## config.mk

```make
export PLATFORM = sky130hd
export DESIGN_NAME = mul_pipe
export DESIGN_NICKNAME = d
export VERILOG_FILES = /design/src/ooo_cfg_pkg.sv /design/src/mul_pipe.sv
export VERILOG_INCLUDE_DIRS = /design/src
export SDC_FILE = /design/constraint.sdc
export NUM_CORES = 1
export LEC_CHECK = 0
export CAP_MARGIN = 10
export CORE_MARGIN = 3
export CORE_UTILIZATION = 30
export DETAILED_ROUTE_END_ITERATION = 7
export DONT_BUFFER_PORTS = 1
export GPL_TIMING_DRIVEN = 0
export PLACE_DENSITY = 0.52
export SYNTH_ARGS = -nofsm -noshare
export SYNTH_HDL_FRONTEND = slang
export SYNTH_SLANG_ARGS = --single-unit
```

## constraint.sdc

```tcl
create_clock -name clk_i -period 3.65 [get_ports clk_i]
set_input_delay 0.5475 -clock clk_i [delete_from_list [all_inputs] [get_ports clk_i]]
set_output_delay 0.5475 -clock clk_i [all_outputs]
set_load 0.01 [all_outputs]
```

## src/ooo_backend_macros.svh

```systemverilog
/*
 * Out-of-order back end configuration
 * Sizes of the register space, the reorder buffer and the data path
 */
`ifndef OOO_BACKEND_MACROS_SVH
`define OOO_BACKEND_MACROS_SVH

// ------------------------------
// Register space
// ------------------------------
`define OOO_REG_NUM     16  // Architectural registers

// ------------------------------
// Reorder buffer
// ------------------------------
`define OOO_ROB_DEPTH   8   // Entries, power of 2

// ------------------------------
// Data path
// ------------------------------
`define OOO_XLEN        16  // Data word width
`define OOO_BUSY_W      4   // In-flight writer counter, holds ROB depth plus one

`endif
```

## src/ooo_cfg_pkg.sv

```systemverilog
/*
 * Back end configuration package
 * Sizes and index/width types derived from the configuration macros
 */
`include "ooo_backend_macros.svh"

package ooo_cfg_pkg;

    // ------------------------------
    // Sizes
    // ------------------------------
    localparam int REG_NUM   = `OOO_REG_NUM;
    localparam int ROB_DEPTH = `OOO_ROB_DEPTH;
    localparam int REG_IDX_W = $clog2(REG_NUM);     // 4 bits
    localparam int ROB_IDX_W = $clog2(ROB_DEPTH);   // 3 bits
    localparam int XLEN      = `OOO_XLEN;
    localparam int BUSY_W    = `OOO_BUSY_W;

    // ------------------------------
    // Types
    // ------------------------------
    // Register file index
    typedef logic [REG_IDX_W-1:0] reg_idx_t;

    // Reorder buffer entry index
    typedef logic [ROB_IDX_W-1:0] rob_idx_t;

    typedef logic [XLEN-1:0]      xdata_t;      // Operand and result word
    typedef logic [BUSY_W-1:0]    busy_cnt_t;   // Count of in-flight writers

endpackage

```

## src/mul_pipe.sv

```systemverilog
/*
 * Multiplier pipe
 * Three stages, low half of a*b; the whole pipe stalls on back-pressure
 */
`timescale 1ns/1ps

module mul_pipe (
    input  logic                   clk_i,
    input  logic                   rst_n_i,
    input  logic                   flush_i,
    input  logic                   in_valid_i,
    output logic                   in_ready_o,
    input  ooo_cfg_pkg::xdata_t    a_i,
    input  ooo_cfg_pkg::xdata_t    b_i,
    input  ooo_cfg_pkg::rob_idx_t  rob_idx_i,
    output logic                   res_valid_o,
    output ooo_cfg_pkg::rob_idx_t  res_rob_idx_o,
    output ooo_cfg_pkg::xdata_t    res_data_o,
    input  logic                   grant_i
);

    import ooo_cfg_pkg::*;

    localparam int Half = XLEN / 2;

    logic [2:0]      vld_q;             // Stage valids, bit 0 is stage 1
    rob_idx_t        idx_q [3];
    xdata_t          s1_lo_q;           // a * b[7:0]
    logic [Half-1:0] s1_hi_q;           // a[7:0] * b[15:8], only the low half survives
    xdata_t          s2_q;              // Summed product
    xdata_t          s3_q;              // Result waiting for the bus
    logic            adv;

    assign adv        = !vld_q[2] || grant_i;   // Stage 3 empty or leaving
    assign in_ready_o = adv;

    // ------------------------------
    // Stage valids
    // ------------------------------
    always_ff @(posedge clk_i or negedge rst_n_i) begin
        if (!rst_n_i) begin
            vld_q <= '0;
        end else if (flush_i) begin
            vld_q <= '0;
        end else if (adv) begin
            vld_q <= {vld_q[1:0], in_valid_i};
        end
    end

    // ------------------------------
    // Data path
    // ------------------------------
    always_ff @(posedge clk_i) begin
        if (adv) begin
            s1_lo_q  <= a_i * xdata_t'(b_i[Half-1:0]);   // Partial products
            s1_hi_q  <= a_i[Half-1:0] * b_i[XLEN-1:Half];
            s2_q     <= s1_lo_q + {s1_hi_q, {Half{1'b0}}};
            s3_q     <= s2_q;
            idx_q[0] <= rob_idx_i;
            idx_q[1] <= idx_q[0];
            idx_q[2] <= idx_q[1];
        end
    end

    assign res_valid_o   = vld_q[2];
    assign res_rob_idx_o = idx_q[2];
    assign res_data_o    = s3_q;

endmodule

```

## After elaboration in Yosys (flattened, before gate mapping)

Memory sizes are Yosys's and may differ from the RTL's.
Cells that the tools add are included.

| storage, ports and cells | value |
|---|---|
| memories kept | 1 |
| flip-flop bits (word level) | 59 |
| bits in writable memories | 9 |
| output and inout port bits | 21 |

| cells by class | value |
|---|---|
| reduce and logical (&&, ||, !) cells | 3 |
| multipliers | 2 |
| muxes and demuxes | 4 |
| $add $sub $neg | 1 |

Memories:

| name | depth | width | read ports | clocked after memory_dff | wr ports | line | source |
|---|---|---|---|---|---|---|---|
| idx_q | 3 | 3 | 3 | 0 | 3 | mul_pipe.sv:27 | `rob_idx_t idx_q [3];` |

Operators by type and width:

| kind | number |
|---|---|
| $add 16x16->16 | 1 |
| $mul 16x8->16 | 1 |
| $mul 8x8->8 | 1 |
| $mux 3 | 2 |
| $mux 1 | 2 |
| $reduce_bool 2->1 | 1 |
| $logic_not 1->1 | 1 |
| $logic_or 1x1->1 | 1 |

## Logic depth before layout (Yosys ltp)

Gate-level depths: netlist (run 1).

| logic depth | value |
|---|---|
| depth in word-level cells | 4 |
| depth in mapped cells | 17 |

## Worst setup path after synthesis (run 1)

Ideal clock, no wire load.

| timing | value |
|---|---|
| path kind | input to register |
| start point | input a_i[6] |
| end point | register s1_lo_q[15], data pin |
| arrival time | 4.063 ns |
| stages on the path | 15 |
| library setup time | 0.260 ns |
| buffers on the path | 1 |
| setup slack | -0.673 ns |
| data required time | 3.390 ns |
| cell sequence | buf_2 and2_2 fa_1 inv_1 fa_1 inv_1 fa_1 inv_1 fa_1 inv_1 ha_1 or2_2 a21oi_1 a31oi_1 xnor2_1 |

| on the way | value |
|---|---|
| longest elaborated chain between the ends | 1 |

RTL lines:

| item | line | source |
|---|---|---|
| start, declared | mul_pipe.sv:13 | `input ooo_cfg_pkg::xdata_t a_i,` |
| $mul 16x8->16 | mul_pipe.sv:55 | `s1_lo_q <= a_i * xdata_t'(b_i[Half-1:0]);` |
| end signal, assigned | mul_pipe.sv:55 |  |
| end, declared | mul_pipe.sv:28 | `xdata_t s1_lo_q;` |

No other way between the ends.
A chain may end at the register's enable or synchronous reset.

## Worst setup path after layout (run 1)

| timing | value |
|---|---|
| start point | input b_i[4] |
| end point | register s1_lo_q[15], data pin |

| on the way | value |
|---|---|
| longest elaborated chain between the ends | 1 |

RTL lines:

| item | line | source |
|---|---|---|
| start, declared | mul_pipe.sv:14 | `input ooo_cfg_pkg::xdata_t b_i,` |
| $mul 16x8->16 | mul_pipe.sv:55 |  |

No other way between the ends.

==> summary by stage, run 1 <==
Synthesis
For this run, asynchronously set or reset flops after synthesis account for 0.0441. The synthesized design contains between 60 and 70 enable-type register cells. The average instance in the mapped netlist occupies ~11 µm².

The cell area that synthesis handed to floorplanning was 6050 µm². The complex-gate fraction of the synthesized area is 0.0372. The flip-flop and latch count after synthesis is 68. Of the total synthesized cell area, the portion taken by XOR and XNOR cells is 0.0666. Synthesis produced about 560 cells. The net count of the mapped netlist is roughly 700. The multiplexer fraction of the synthesized cell area is 0. The most used flip-flop cell after synthesis is sky130_fd_sc_hd__edfxtp_1. Of the total synthesized cell area, the portion taken by AND, OR, NAND and NOR gates is 0.144. sky130_fd_sc_hd__edfxtp_1 takes more of the synthesized area than any other cell. Ranked by total cell area, the synthesized netlist is headed by sky130_fd_sc_hd__edfxtp_1 32%, sky130_fd_sc_hd__fa_1 24%, sky130_fd_sc_hd__ha_1 9.7%. Yosys mapped the design onto 33 distinct sky130hd cell types.

The post-synthesis adder-cell area fraction is 0.339. After synthesis, the largest family of logic cells by area is adder cells. The Yosys step of the flow raised 0 warnings. The top cell type's share of synthesized area is 0.323. The sequential area share after synthesis is 0.335.

Placement
Routability-driven placement finished with a final weighted congestion of slightly above 0.8. Timing analysis after detailed placement gives a worst setup slack of -754 ps. The number of port buffers is 0. The total instance count after detailed placement is slightly above 800.

The HPWL after detailed placement is between 9 and 10 mm.

Routing
The routed metal-1 wire length is between 5 and 6 mm. The highest routed metal layer is met4. After detailed routing, the number of vias per cell comes to about 4.3. In the final routed layout, each cell accounts on average for approximately 14 µm. The routed via count is around 3.7k.

The detailed router finished its first iteration with around 230 violations. The number of antenna-violating nets in the routed design is 0. Before antenna repair, the detailed router went through 5 iterations.

The met3 routed wirelength is between 500 and 600 µm. For this block, the routed nets add up to 12.2 mm of wire. Summed over all nets, wire length on met2 after detailed routing comes to between 5 and 6 mm. The number of remaining DRC errors is 0.

Worst setup path
The type of the worst setup path is in -> reg. The nature of the critical path endpoint is a flop. The critical path arrival is approximately 3900 ps. The worst endpoint required time is roughly 3700 ps. Along the worst path, the maximum fanout reaches 10.

The worst setup path is launched from an input pin.

Die
The die covers between 20,000 and 25,000 µm². The number of I/O pins is between 60 and 70. The horizontal extent of the die is around 150 µm. The core region is between 15,000 and 20,000 µm².

The die is 148 µm tall. The effective utilization at floorplan is 0.308. Row generation in the floorplan step produced a little over 50 rows.

Timing
The count of endpoints failing hold in the final timing report is 0. The total count of max-transition violations in the final report was 0. The final setup slack of the worst path is -188 ps.

Adding up every negative setup slack in the final design gives -691 ps. Setup violations remaining at the end of the flow were counted as 7. Derived from the worst setup path, the maximum achievable clock frequency is approximately 260 MHz. Between clock sinks in the finished design, the worst skew comes to ~1.8 ps. Setup repair after global routing could not meet its margin everywhere. The portion of the clock cycle consumed by the worst path in the final layout is 1.05. After layout, the minimum clock period comes to roughly 3800 ps. The worst pin sits at a relative slew slack of 0.535.

The slew at the pin with the worst max-slew slack is between 600 and 700 ps.

Clocking
The clock transition at the register clock pins on the worst setup and hold paths after CTS is approximately 50 ps. The TritonCTS buffer count is 9. The H-tree was split into 3 levels.

The largest buffer count on any clock path is 2. The clock tree from TritonCTS is yes. The clock latency at the later pin of the worst-skew pair is about 320 ps. Clock tree synthesis selected as its root buffer the cell sky130_fd_sc_hd__clkbuf_16. The tree built by TritonCTS fans out to a little under 70 sinks.

Final layout
Once layout is complete, the utilization of the core stands at 0.370. 0 antenna diodes ended up in the layout. Of the cells placed in the final design, the portion with a size suffix greater than 1 is 0.173. Once layout is complete, the cells apart from fillers number approximately 850. The number of nets at the end of the flow is roughly 740. The area growth from synthesis to layout is 20.2%.

Global route
The total global routing overflow is 0. The number of global-route vias before repair was around 4.1k. The wire length of the first global-routing pass is approximately 21 mm. Across every metal layer, demand over resource in global routing totals 0.118. The initial antenna violation count is 0. Entering global routing, the biggest net connects 37 pins.

Power and ir drop
The power density normalized to cell area is about 670 nW/µm². The worst-case IR drop observed on VDD is around 270 µV. Summed over all cells, the static leakage comes to ~3.2 nW.

Status
The checks that failed: negative setup slack. The run finished, with violations left.

Run
The number of max-cap violations is 0.

Worst hold path
The path class of the lowest-slack min-delay path is in -> reg.
[per-layer routing]
layer,GRT usage,vias to the layer above
met5,0,-
met3,0.0258,14
met2,0.200,89
met4,0.0328,0
li1,-,1773
met1,0.153,1817
[through the flow]
stage | total power, mW | area, µm² | hold WS (ps)
floorplan | 3.28 | 6290 | 252
global placement | 3.71 | 6620 | 252
detailed placement | 3.74 | 6640 | 252
CTS | 4.84 | 7210 | 272
global route | 5.29 | 7270 | 261
finish | 4.87 | 7270 | 282
[registers in the layout, indices dropped and copies added (netlist names)]
name and count:
s1_hi_q 8, vld_q 3, s1_lo_q 16, s2_q 16
idx_q 9, res_data_o 16
[path summary, 6_finish.rpt]
path | startpoint | endpoint | slack (ps) | depth (start not counted)
worst min register to register | s1_lo_q[7] | s2_q[7] | 420 | 0
min in group asynchronous | rst_n_i | vld_q[2] | 480 | 1
worst min-delay path | flush_i | vld_q[1] | 280 | 1
max in group asynchronous | rst_n_i | vld_q[0] | 3020 | 1
worst max-delay path | b_i[4] | s1_lo_q[15] | -190 | 14
worst max register to register | s1_lo_q[9] | s2_q[15] | 1730 | 7
[cell families (layout without fill, tap and decap cells)]
logic type,after synthesis,in the layout
buffers and inverters,121,149
and+or+nand+nor,171,171
xor gates and xnor gates,46,46
DFF,68,68
AOI/OAI and AO/OA,35,35
adders and majority gates,120,120
[cells in the final DEF, fill, tap and decap left out, types with 3 or more instances in the layout]
cell type	n
sky130_fd_sc_hd__clkbuf_1	4
sky130_fd_sc_hd__o21ai_2	3
sky130_fd_sc_hd__o21a_1	3
sky130_fd_sc_hd__and2_1	64
sky130_fd_sc_hd__clkbuf_8	5
sky130_fd_sc_hd__buf_4	10
sky130_fd_sc_hd__and2_4	12
sky130_fd_sc_hd__edfxtp_1	65
sky130_fd_sc_hd__nor2_1	13
sky130_fd_sc_hd__a21oi_1	8
sky130_fd_sc_hd__xnor2_1	36
sky130_fd_sc_hd__nor2b_1	4
sky130_fd_sc_hd__fa_1	70
sky130_fd_sc_hd__inv_1	92
sky130_fd_sc_hd__ha_1	38
sky130_fd_sc_hd__fa_2	3
sky130_fd_sc_hd__nand2_1	63
sky130_fd_sc_hd__xor2_1	8
sky130_fd_sc_hd__clkbuf_16	17
sky130_fd_sc_hd__inv_2	12
sky130_fd_sc_hd__a21o_1	7
sky130_fd_sc_hd__a21oi_2	6
sky130_fd_sc_hd__dfrtp_1	3
sky130_fd_sc_hd__ha_4	9
sky130_fd_sc_hd__nand2_2	3
[cells in the mapped netlist, types with 2 or more instances]
| cell type | number |
|---|---|
| sky130_fd_sc_hd__nor2b_1 | 4 |
| sky130_fd_sc_hd__nand2b_1 | 3 |
| sky130_fd_sc_hd__dfrtp_1 | 3 |
| sky130_fd_sc_hd__o21a_1 | 3 |
| sky130_fd_sc_hd__inv_1 | 104 |
| sky130_fd_sc_hd__fa_1 | 73 |
| sky130_fd_sc_hd__buf_4 | 4 |
| sky130_fd_sc_hd__or2_2 | 2 |
| sky130_fd_sc_hd__a21oi_1 | 14 |
| sky130_fd_sc_hd__edfxtp_1 | 65 |
| sky130_fd_sc_hd__xnor2_1 | 38 |
| sky130_fd_sc_hd__and2_1 | 74 |
| sky130_fd_sc_hd__clkbuf_1 | 12 |
| sky130_fd_sc_hd__nand2_1 | 66 |
| sky130_fd_sc_hd__a21o_1 | 7 |
| sky130_fd_sc_hd__ha_1 | 47 |
| sky130_fd_sc_hd__nor2_1 | 14 |
| sky130_fd_sc_hd__xor2_1 | 8 |
| sky130_fd_sc_hd__o21ai_0 | 3 |
| sky130_fd_sc_hd__and2_2 | 4 |
[cell type report]
type	count	area, µm²
buffer	17	285
clock buffer	15	268
clock inverter	1	30.0
fill	1978	12400
inverter	104	390
multi-input combinational	372	3810
sequential	68	2030
tap	265	332
timing repair buffer	12	121
[power by group]
| part | switching [mW] | internal [mW] | total (mW) |
|---|---|---|---|
| clock | 0.276 | 0.566 | 0.842 |
| combinational | 1.28 | 1.32 | 2.59 |
| sequential | 0.125 | 1.31 | 1.43 |
| total | 1.68 | 3.19 | 4.87 |
[critical path, stage by stage]
cell,delay (ps)
sky130_fd_sc_hd__clkbuf_16,140
sky130_fd_sc_hd__and2_4,140
sky130_fd_sc_hd__fa_1,540
sky130_fd_sc_hd__inv_1,60
sky130_fd_sc_hd__fa_1,500
sky130_fd_sc_hd__fa_1,450
sky130_fd_sc_hd__fa_1,540
sky130_fd_sc_hd__inv_2,50
sky130_fd_sc_hd__ha_4,300
sky130_fd_sc_hd__nand3_2,90
sky130_fd_sc_hd__a21oi_2,150
sky130_fd_sc_hd__o31ai_4,100
sky130_fd_sc_hd__a31oi_1,210
sky130_fd_sc_hd__xnor2_1,80
[what timing repair did]
| action | 4_1_cts | 5_1_grt |
|---|---|---|
| hold buffers | 1 | 0 |
| setup buffers | 7 | 1 |
| cloned | 2 | 0 |
| pin swaps | 32 | 33 |
| endpoints found under the hold margin | 3 | 0 |
| endpoints found under the setup margin | 8 | 8 |
| resized for setup | 35 | 18 |
No activity file was read; power rests on OpenSTA's default activity.
==> inputs of run 2 (changes only) <==
--- a/config.mk
+++ b/config.mk
@@ -7,12 +7,14 @@
 export NUM_CORES = 1
 export LEC_CHECK = 0
 export CAP_MARGIN = 10
+export CELL_PAD_IN_SITES_DETAIL_PLACEMENT = 1
+export CELL_PAD_IN_SITES_GLOBAL_PLACEMENT = 1
 export CORE_MARGIN = 3
 export CORE_UTILIZATION = 30
 export DETAILED_ROUTE_END_ITERATION = 7
 export DONT_BUFFER_PORTS = 1
 export GPL_TIMING_DRIVEN = 0
-export PLACE_DENSITY = 0.52
+export PLACE_DENSITY = 0.6
 export SYNTH_ARGS = -nofsm -noshare
 export SYNTH_HDL_FRONTEND = slang
 export SYNTH_SLANG_ARGS = --single-unit
==> summary by stage, run 2 (same netlist as run 1, synthesis figures left out) <==
Worst hold path
The path class of the lowest-slack min-delay path is in -> reg. The origin of the worst min-delay path is flush_i.

Die
The overall die height is 148 µm (unchanged). The number of I/O pins is 61 (unchanged). The number of placement rows is 51 (unchanged).

The die outline area is 21,900 µm² (unchanged). The placeable core area was 19,700 µm² (unchanged). The effective utilization at floorplan is 0.308 (unchanged).

The horizontal extent of the die is 148 µm (unchanged).

Timing
The count of endpoints failing hold in the final timing report is 0 (unchanged). The portion of the clock cycle consumed by the worst path in the final layout is 1.06 (+0.0114). The final total negative setup slack was -1140 ps (-451 ps).

Setup repair after global routing could not meet its margin everywhere. The total count of max-transition violations in the final report was 0 (unchanged). The final setup slack of the worst path is -229 ps (-41.8 ps). The worst-case headroom to the max-slew limit is 0.533 (-0.00167).

The shortest period the worst path allows came to 3880 ps (+41.8 ps). The timing-limited maximum frequency was 258 MHz (-1.1%). The slew at the pin with the worst max-slew slack is 699 ps (+2.50 ps).

The clock skew is 2.71 ps (+0.859 ps). The count of endpoints failing setup in the final report is 7 (unchanged).

Final layout
The final antenna diode count came to 0 (unchanged). The final design area excluding fillers is 7170 µm² (-1.3%). Leaving out fill and tap cells, the most frequent cells in the layout are 96 x sky130_fd_sc_hd__inv_1, 69 x sky130_fd_sc_hd__fa_1, 66 x sky130_fd_sc_hd__and2_1.

The area growth from synthesis to layout is 18.6%. The count of fill cells added during filler insertion is 2,226 (+13%). Leaving out fill and tap cells, the most frequent cell in the layout is sky130_fd_sc_hd__inv_1. The final instance count without filler cells is 853 (-0.12%). The proportion of layout cells with a drive suffix above 1 is 0.162 (-0.0116).

The combined area of the multi-input logic cells is 3820 µm² (+0.13%). The register cell area after layout was 2030 µm² (unchanged). The number of nets at the end of the flow came to 744 (unchanged).

Worst setup path
The depth of the most critical reg-to-reg path came to 7 (unchanged). The total number of cells along the worst setup path is 14 (unchanged). The worst stage delay on the critical path was 560 ps (+20 ps). In this run the critical register-to-register path is launched from s1_hi_q[1]. The setup slack on the worst flop-to-flop path came to 1720 ps (about the same). The buffer and inverter count on the worst path was 3 (unchanged).

The largest fanout on the critical path is 8 (-2). The largest individual stage delay along the critical path comes from the cell sky130_fd_sc_hd__fa_1. STA classifies the critical path startpoint as an input pin. The worst endpoint required time is 3710 ps (about the same). The cell family contributing the most delay on the critical path is adder cells. The terminus of the critical flop-to-flop path is s2_q[15].

In this run the worst setup path terminates at s1_lo_q[15]. The cell that appears most often on the critical path is sky130_fd_sc_hd__fa_1. The timing startpoint of the critical path is a_i[5]. The setup path with the least slack is of type in -> reg.

STA classifies the critical path endpoint as a flop. The signal on the critical path passes through clkbuf_16 -> and2_2 -> fa_1 -> fa_1 -> fa_1 -> inv_1 -> fa_1 -> inv_2 -> ha_4 -> nand3_2 -> a21oi_2 -> o31ai_4 -> a31oi_2 -> xnor2_1. The critical path arrival was 3940 ps (+40 ps).

Global route
The number of global-route vias before repair came to 4,450 (+7.6%). The total global routing overflow is 0 (unchanged). The wire length of the first global-routing pass is 22.3 mm (+7.9%). The initial antenna violation count is 0 (unchanged). The pin count of the biggest net entering global routing is 36 (-2.7%). The total track usage came to 0.129 (+0.0110).

Placement
The total instance count after detailed placement is 827 (unchanged). The minimum setup slack after placement is -866 ps (-112 ps). The number of port buffers came to 0 (unchanged). The HPWL after detailed placement is 10.7 mm (+13%).

The routability congestion estimate from global placement is 0.781 (-4.4%). The placement-stage cell area is 6640 µm² (unchanged).

Clocking
The largest buffer count on any clock path is 2 (unchanged). The clock tree from TritonCTS is yes. The maximum level of the CTS H-tree came to 3 (unchanged).

The clock transition at the register clock pins on the worst setup and hold paths after CTS is 50 ps (about the same). In this run the clock root is driven by a sky130_fd_sc_hd__clkbuf_16. The total number of clock tree sinks is 68 (unchanged). The clock latency at the later pin of the worst-skew pair is 320 ps (about the same). The TritonCTS buffer count is 9 (unchanged).

Routing
The total wire length after detailed routing is 13.3 mm (+8.7%). The first-iteration detailed-routing DRC count is 115 (-51%). The average via count per standard cell is 4.45 (+2.9%). The number of antenna-violating nets in the routed design is 0 (unchanged). The routed via count is 3,796 (+2.8%). The number of remaining DRC errors is 0 (unchanged). The mean routed wirelength per cell is 15.6 µm (+8.8%). The detailed-routing iteration count for the pre-antenna-repair pass is 4 (-1).

Status
The run finished, with violations left. The final reports fail on negative setup slack.

Power and ir drop
The static leakage power was 3.17 nW (-1.3%). The power density normalized to cell area is 672 nW/µm² (+0.29%). The peak supply drop is 259 µV (-5.0%). The sum of internal, switching and leakage power is 4.82 mW (-1.0%).

Run
The number of max-cap violations came to 0 (unchanged).
## run 2: changes by cell type in the layout (fill, tap and decap cells not counted), sizes merged
cell    delta
buf        +3
bufinv     -1
clkinv     +4
clkbuf     -7
## run 2: per-layer routing
layer | wire length, µm | GRT usage | share of wire | up-vias
met1 | 5820 | 0.157 | 0.44 | 1934
met3 | 410 | 0.0212 | 0.031 | 19
met5 | 0 | 0 | 0 | -
li1 | - | - | - | 1773
met2 | 6840 | 0.234 | 0.51 | 70
met4 | 240 | 0.0383 | 0.018 | 0
## run 2: power by group
group | total [mW] | internal [mW] | switching (mW)
Combinational | 2.67 | 1.33 | 1.34
Sequential | 1.43 | 1.31 | 0.121
Clock | 0.720 | 0.447 | 0.273
Total | 4.82 | 3.09 | 1.73
## run 2: layout make-up
class	count	share of cell area
Multi-Input combinational cell	372	0.533
Timing Repair Buffer	12	0.0152
Clock buffer	11	0.0325
Clock inverter	4	0.00244
Tap cell	265	0.0462
Buffer	17	0.0340
Sequential cell	68	0.283
Inverter	104	0.0544
## run 2: through the flow
stage / utilization / hold slack, ps
after CTS: 0.360 / 268
after floorplan: - / 252
after global routing: 0.365 / 265
after global placement: 0.337 / 252
after detailed placement: 0.338 / 252
final: 0.365 / 284
## run 2: repair_timing
action,4_1_cts,5_1_grt
hold buffers,1,0
endpoints found under the hold margin,3,0
gates resized for setup,26,18
endpoints found under the setup margin,8,10
buffers inserted,5,5
pin swaps,26,35
## run 2: worst min path at each step
stage	end	slack, ps	cells after the start
detailed placement	vld_q[2]	250	0
global route	vld_q[2]	260	1
finish	vld_q[2]	280	1
CTS	vld_q[2]	270	1
floorplan	vld_q[0]	250	0
global placement	vld_q[2]	250	0
==> inputs of run 3 (changes only) <==
--- a/config.mk
+++ b/config.mk
@@ -8,13 +8,12 @@
 export LEC_CHECK = 0
 export CAP_MARGIN = 10
 export CELL_PAD_IN_SITES_DETAIL_PLACEMENT = 1
-export CELL_PAD_IN_SITES_GLOBAL_PLACEMENT = 1
+export CELL_PAD_IN_SITES_GLOBAL_PLACEMENT = 2
 export CORE_MARGIN = 3
 export CORE_UTILIZATION = 30
 export DETAILED_ROUTE_END_ITERATION = 7
 export DONT_BUFFER_PORTS = 1
-export GPL_TIMING_DRIVEN = 0
-export PLACE_DENSITY = 0.6
+export PLACE_DENSITY = 0.68
 export SYNTH_ARGS = -nofsm -noshare
 export SYNTH_HDL_FRONTEND = slang
 export SYNTH_SLANG_ARGS = --single-unit
==> summary by stage, run 3 (same netlist as run 1, synthesis figures left out) <==
Timing
The count of endpoints failing setup in the final report is 6 (-1). The slew at the pin with the worst max-slew slack came to 735 ps (+35.8 ps). The worst-case headroom to the max-slew limit is 0.509 (-0.0239). The final total negative setup slack is -322 ps (+820 ps). The clock skew was 5.03 ps (+2.33 ps). The count of endpoints failing hold in the final timing report is 0 (unchanged).

The portion of the clock cycle consumed by the worst path in the final layout is 1.02 (-0.0396). Setup repair after global routing could not meet its margin everywhere. The shortest period the worst path allows is 3730 ps (-145 ps). The total count of max-transition violations in the final report is 0 (unchanged). The final setup slack of the worst path is -84.8 ps (+145 ps). The timing-limited maximum frequency came to 268 MHz (+3.9%).

Die
The effective utilization at floorplan came to 0.308 (unchanged). The overall die height is 148 µm (unchanged). The number of I/O pins is 61 (unchanged). The die outline area is 21,900 µm² (unchanged). The horizontal extent of the die is 148 µm (unchanged). The number of placement rows was 51 (unchanged). The placeable core area is 19,700 µm² (unchanged).

Worst setup path
The setup slack on the worst flop-to-flop path is 1730 ps (about the same). In this run the critical register-to-register path is captured at s2_q[15]. The depth of the most critical reg-to-reg path is 7 (unchanged). The largest fanout on the critical path came to 14 (+6). In this run the critical register-to-register path is launched from s1_lo_q[9].

The type of the worst setup path is in -> reg. The nature of the critical path endpoint is a flop. The worst endpoint required time is 3720 ps (about the same). The critical path arrival is 3800 ps (-140 ps).

The type of element launching the critical path is an input pin.

Routing
The met3 routed wirelength came to 334 µm (-19%). The total wire length after detailed routing is 13.2 mm (-0.67%). The routed metal-1 wire length is 5.71 mm (-1.8%). The met2 wirelength from detailed routing is 6.97 mm (+2.0%).

The average via count per standard cell is 4.34 (-2.4%). The number of antenna-violating nets in the routed design is 0 (unchanged). The highest routed metal layer is met4.

The routed via count is 3,722 (-1.9%). The mean routed wirelength per cell was 15.4 µm (-1.1%). The number of remaining DRC errors is 0 (unchanged). The first-iteration detailed-routing DRC count was 101 (-12%). The detailed-routing iteration count for the pre-antenna-repair pass is 4 (unchanged).

Worst hold path
The path class of the lowest-slack min-delay path is in -> reg. The worst hold path begins at flush_i. The path with the worst hold slack has its endpoint at vld_q[0]. The hold-critical path depth is 1 (unchanged).

Placement
The routability congestion estimate from global placement is 0.788 (+0.90%). The number of port buffers is 0 (unchanged). The HPWL after detailed placement is 10.8 mm (+0.25%).

Global route
The number of global-route vias before repair was 4,213 (-5.3%). The wire length of the first global-routing pass was 21.4 mm (-4.1%). The total track usage was 0.124 (-0.00481). The pin count of the biggest net entering global routing is 36 (unchanged). The initial antenna violation count is 0 (unchanged). The total global routing overflow was 0 (unchanged).

Clocking
The cell sitting at the root of the clock tree is a sky130_fd_sc_hd__clkbuf_16. TritonCTS built the clock tree. The maximum level of the CTS H-tree is 3 (unchanged).

The largest buffer count on any clock path was 2 (unchanged). The clock latency at the later pin of the worst-skew pair was 320 ps (about the same). The total number of clock tree sinks was 68 (unchanged). The clock transition at the register clock pins on the worst setup and hold paths after CTS was 60 ps (about the same). The TritonCTS buffer count is 9 (unchanged).

Power and ir drop
The peak supply drop is 326 µV (+26%). The static leakage power was 3.13 nW (-1.5%). The power density normalized to cell area is 729 nW/µm² (+8.5%). The sum of internal, switching and leakage power is 5.15 mW (+7.0%).

Final layout
The final antenna diode count is 0 (unchanged). The library cell used most frequently in the layout, excluding fill and tap cells, is sky130_fd_sc_hd__inv_1. The proportion of layout cells with a drive suffix above 1 is 0.152 (-0.00954). The number of nets at the end of the flow came to 747 (+0.40%). The area growth from synthesis to layout is 16.9%.

The count of fill cells added during filler insertion is 2,211 (-0.67%). The library cells used most frequently in the layout, excluding fill and tap cells, are 96 x sky130_fd_sc_hd__inv_1, 72 x sky130_fd_sc_hd__fa_1, 69 x sky130_fd_sc_hd__and2_1.

Run
The number of max-cap violations is 0 (unchanged).

Status
The final reports fail on negative setup slack. The run finished, with violations left.
run 3: changes by cell type in the layout (fill, tap and decap cells not counted), moves of 3 or more:
cell	before	now
sky130_fd_sc_hd__buf_4	14	31
sky130_fd_sc_hd__clkbuf_16	15	9
sky130_fd_sc_hd__fa_1	69	72
sky130_fd_sc_hd__and2_1	66	69
sky130_fd_sc_hd__fa_2	4	1
sky130_fd_sc_hd__and2_4	11	7
run 3: metrics by stage:
step | cells | setup WS (ps) | area [µm²] | util | hold WS [ps]
floorplan | 561 | -387 | 6290 | - | 252
global placement | 838 | -505 | 6660 | 0.339 | 252
detailed placement | 838 | -546 | 6660 | 0.339 | 252
CTS | 857 | -70.5 | 7050 | 0.359 | 273
global route | 857 | -209 | 7070 | 0.360 | 266
finish | 857 | -84.8 | 7070 | 0.360 | 285
run 3: worst max-delay path by stage:
stage / slack, ps / end / start
after global placement: -510 / s1_lo_q[14] / b_i[7]
after CTS: -70 / s1_lo_q[13] / a_i[5]
after global routing: -210 / s1_lo_q[14] / b_i[7]
after floorplan: -390 / s1_lo_q[14] / a_i[5]
final: -80 / s1_lo_q[13] / b_i[2]
after detailed placement: -550 / s1_lo_q[14] / b_i[2]
run 3: final cells by class:
class	instances	area, µm²	share of cell area
clock buffer	10	229	0.0324
tap	265	332	0.0469
multi-input combinational	372	3760	0.532
clock inverter	6	88.8	0.0126
sequential	68	2030	0.287
inverter	104	390	0.0552
timing repair buffer	32	243	0.0343
run 3: power by group:
part / internal [mW] / switching, mW
Sequential: 1.31 / 0.147
Clock: 0.597 / 0.305
Combinational: 1.46 / 1.34
Total: 3.36 / 1.79
run 3: what timing repair did:
item,4_1_cts,5_1_grt
cloned,0,0
resized for setup,13,3
buffers inserted,2,0
setup endpoints to repair,5,7
pin swaps,22,6
endpoints found under the hold margin,3,0
hold buffers,1,0
run 3: critical path: stages:
cell and delay, ps:
sky130_fd_sc_hd__and2_4 140, sky130_fd_sc_hd__fa_1 530, sky130_fd_sc_hd__inv_1 50, sky130_fd_sc_hd__fa_1 510
sky130_fd_sc_hd__fa_1 450, sky130_fd_sc_hd__fa_1 520, sky130_fd_sc_hd__inv_2 50, sky130_fd_sc_hd__ha_4 150
sky130_fd_sc_hd__or2_4 280, sky130_fd_sc_hd__o31ai_4 270, sky130_fd_sc_hd__nand2_2 120, sky130_fd_sc_hd__xor2_4 180
run 3: routing by layer:
layer	GRT usage	up-vias
met5	0	-
met4	0.0328	0
met3	0.0224	15
met2	0.223	57
met1	0.154	1874
li1	-	1776
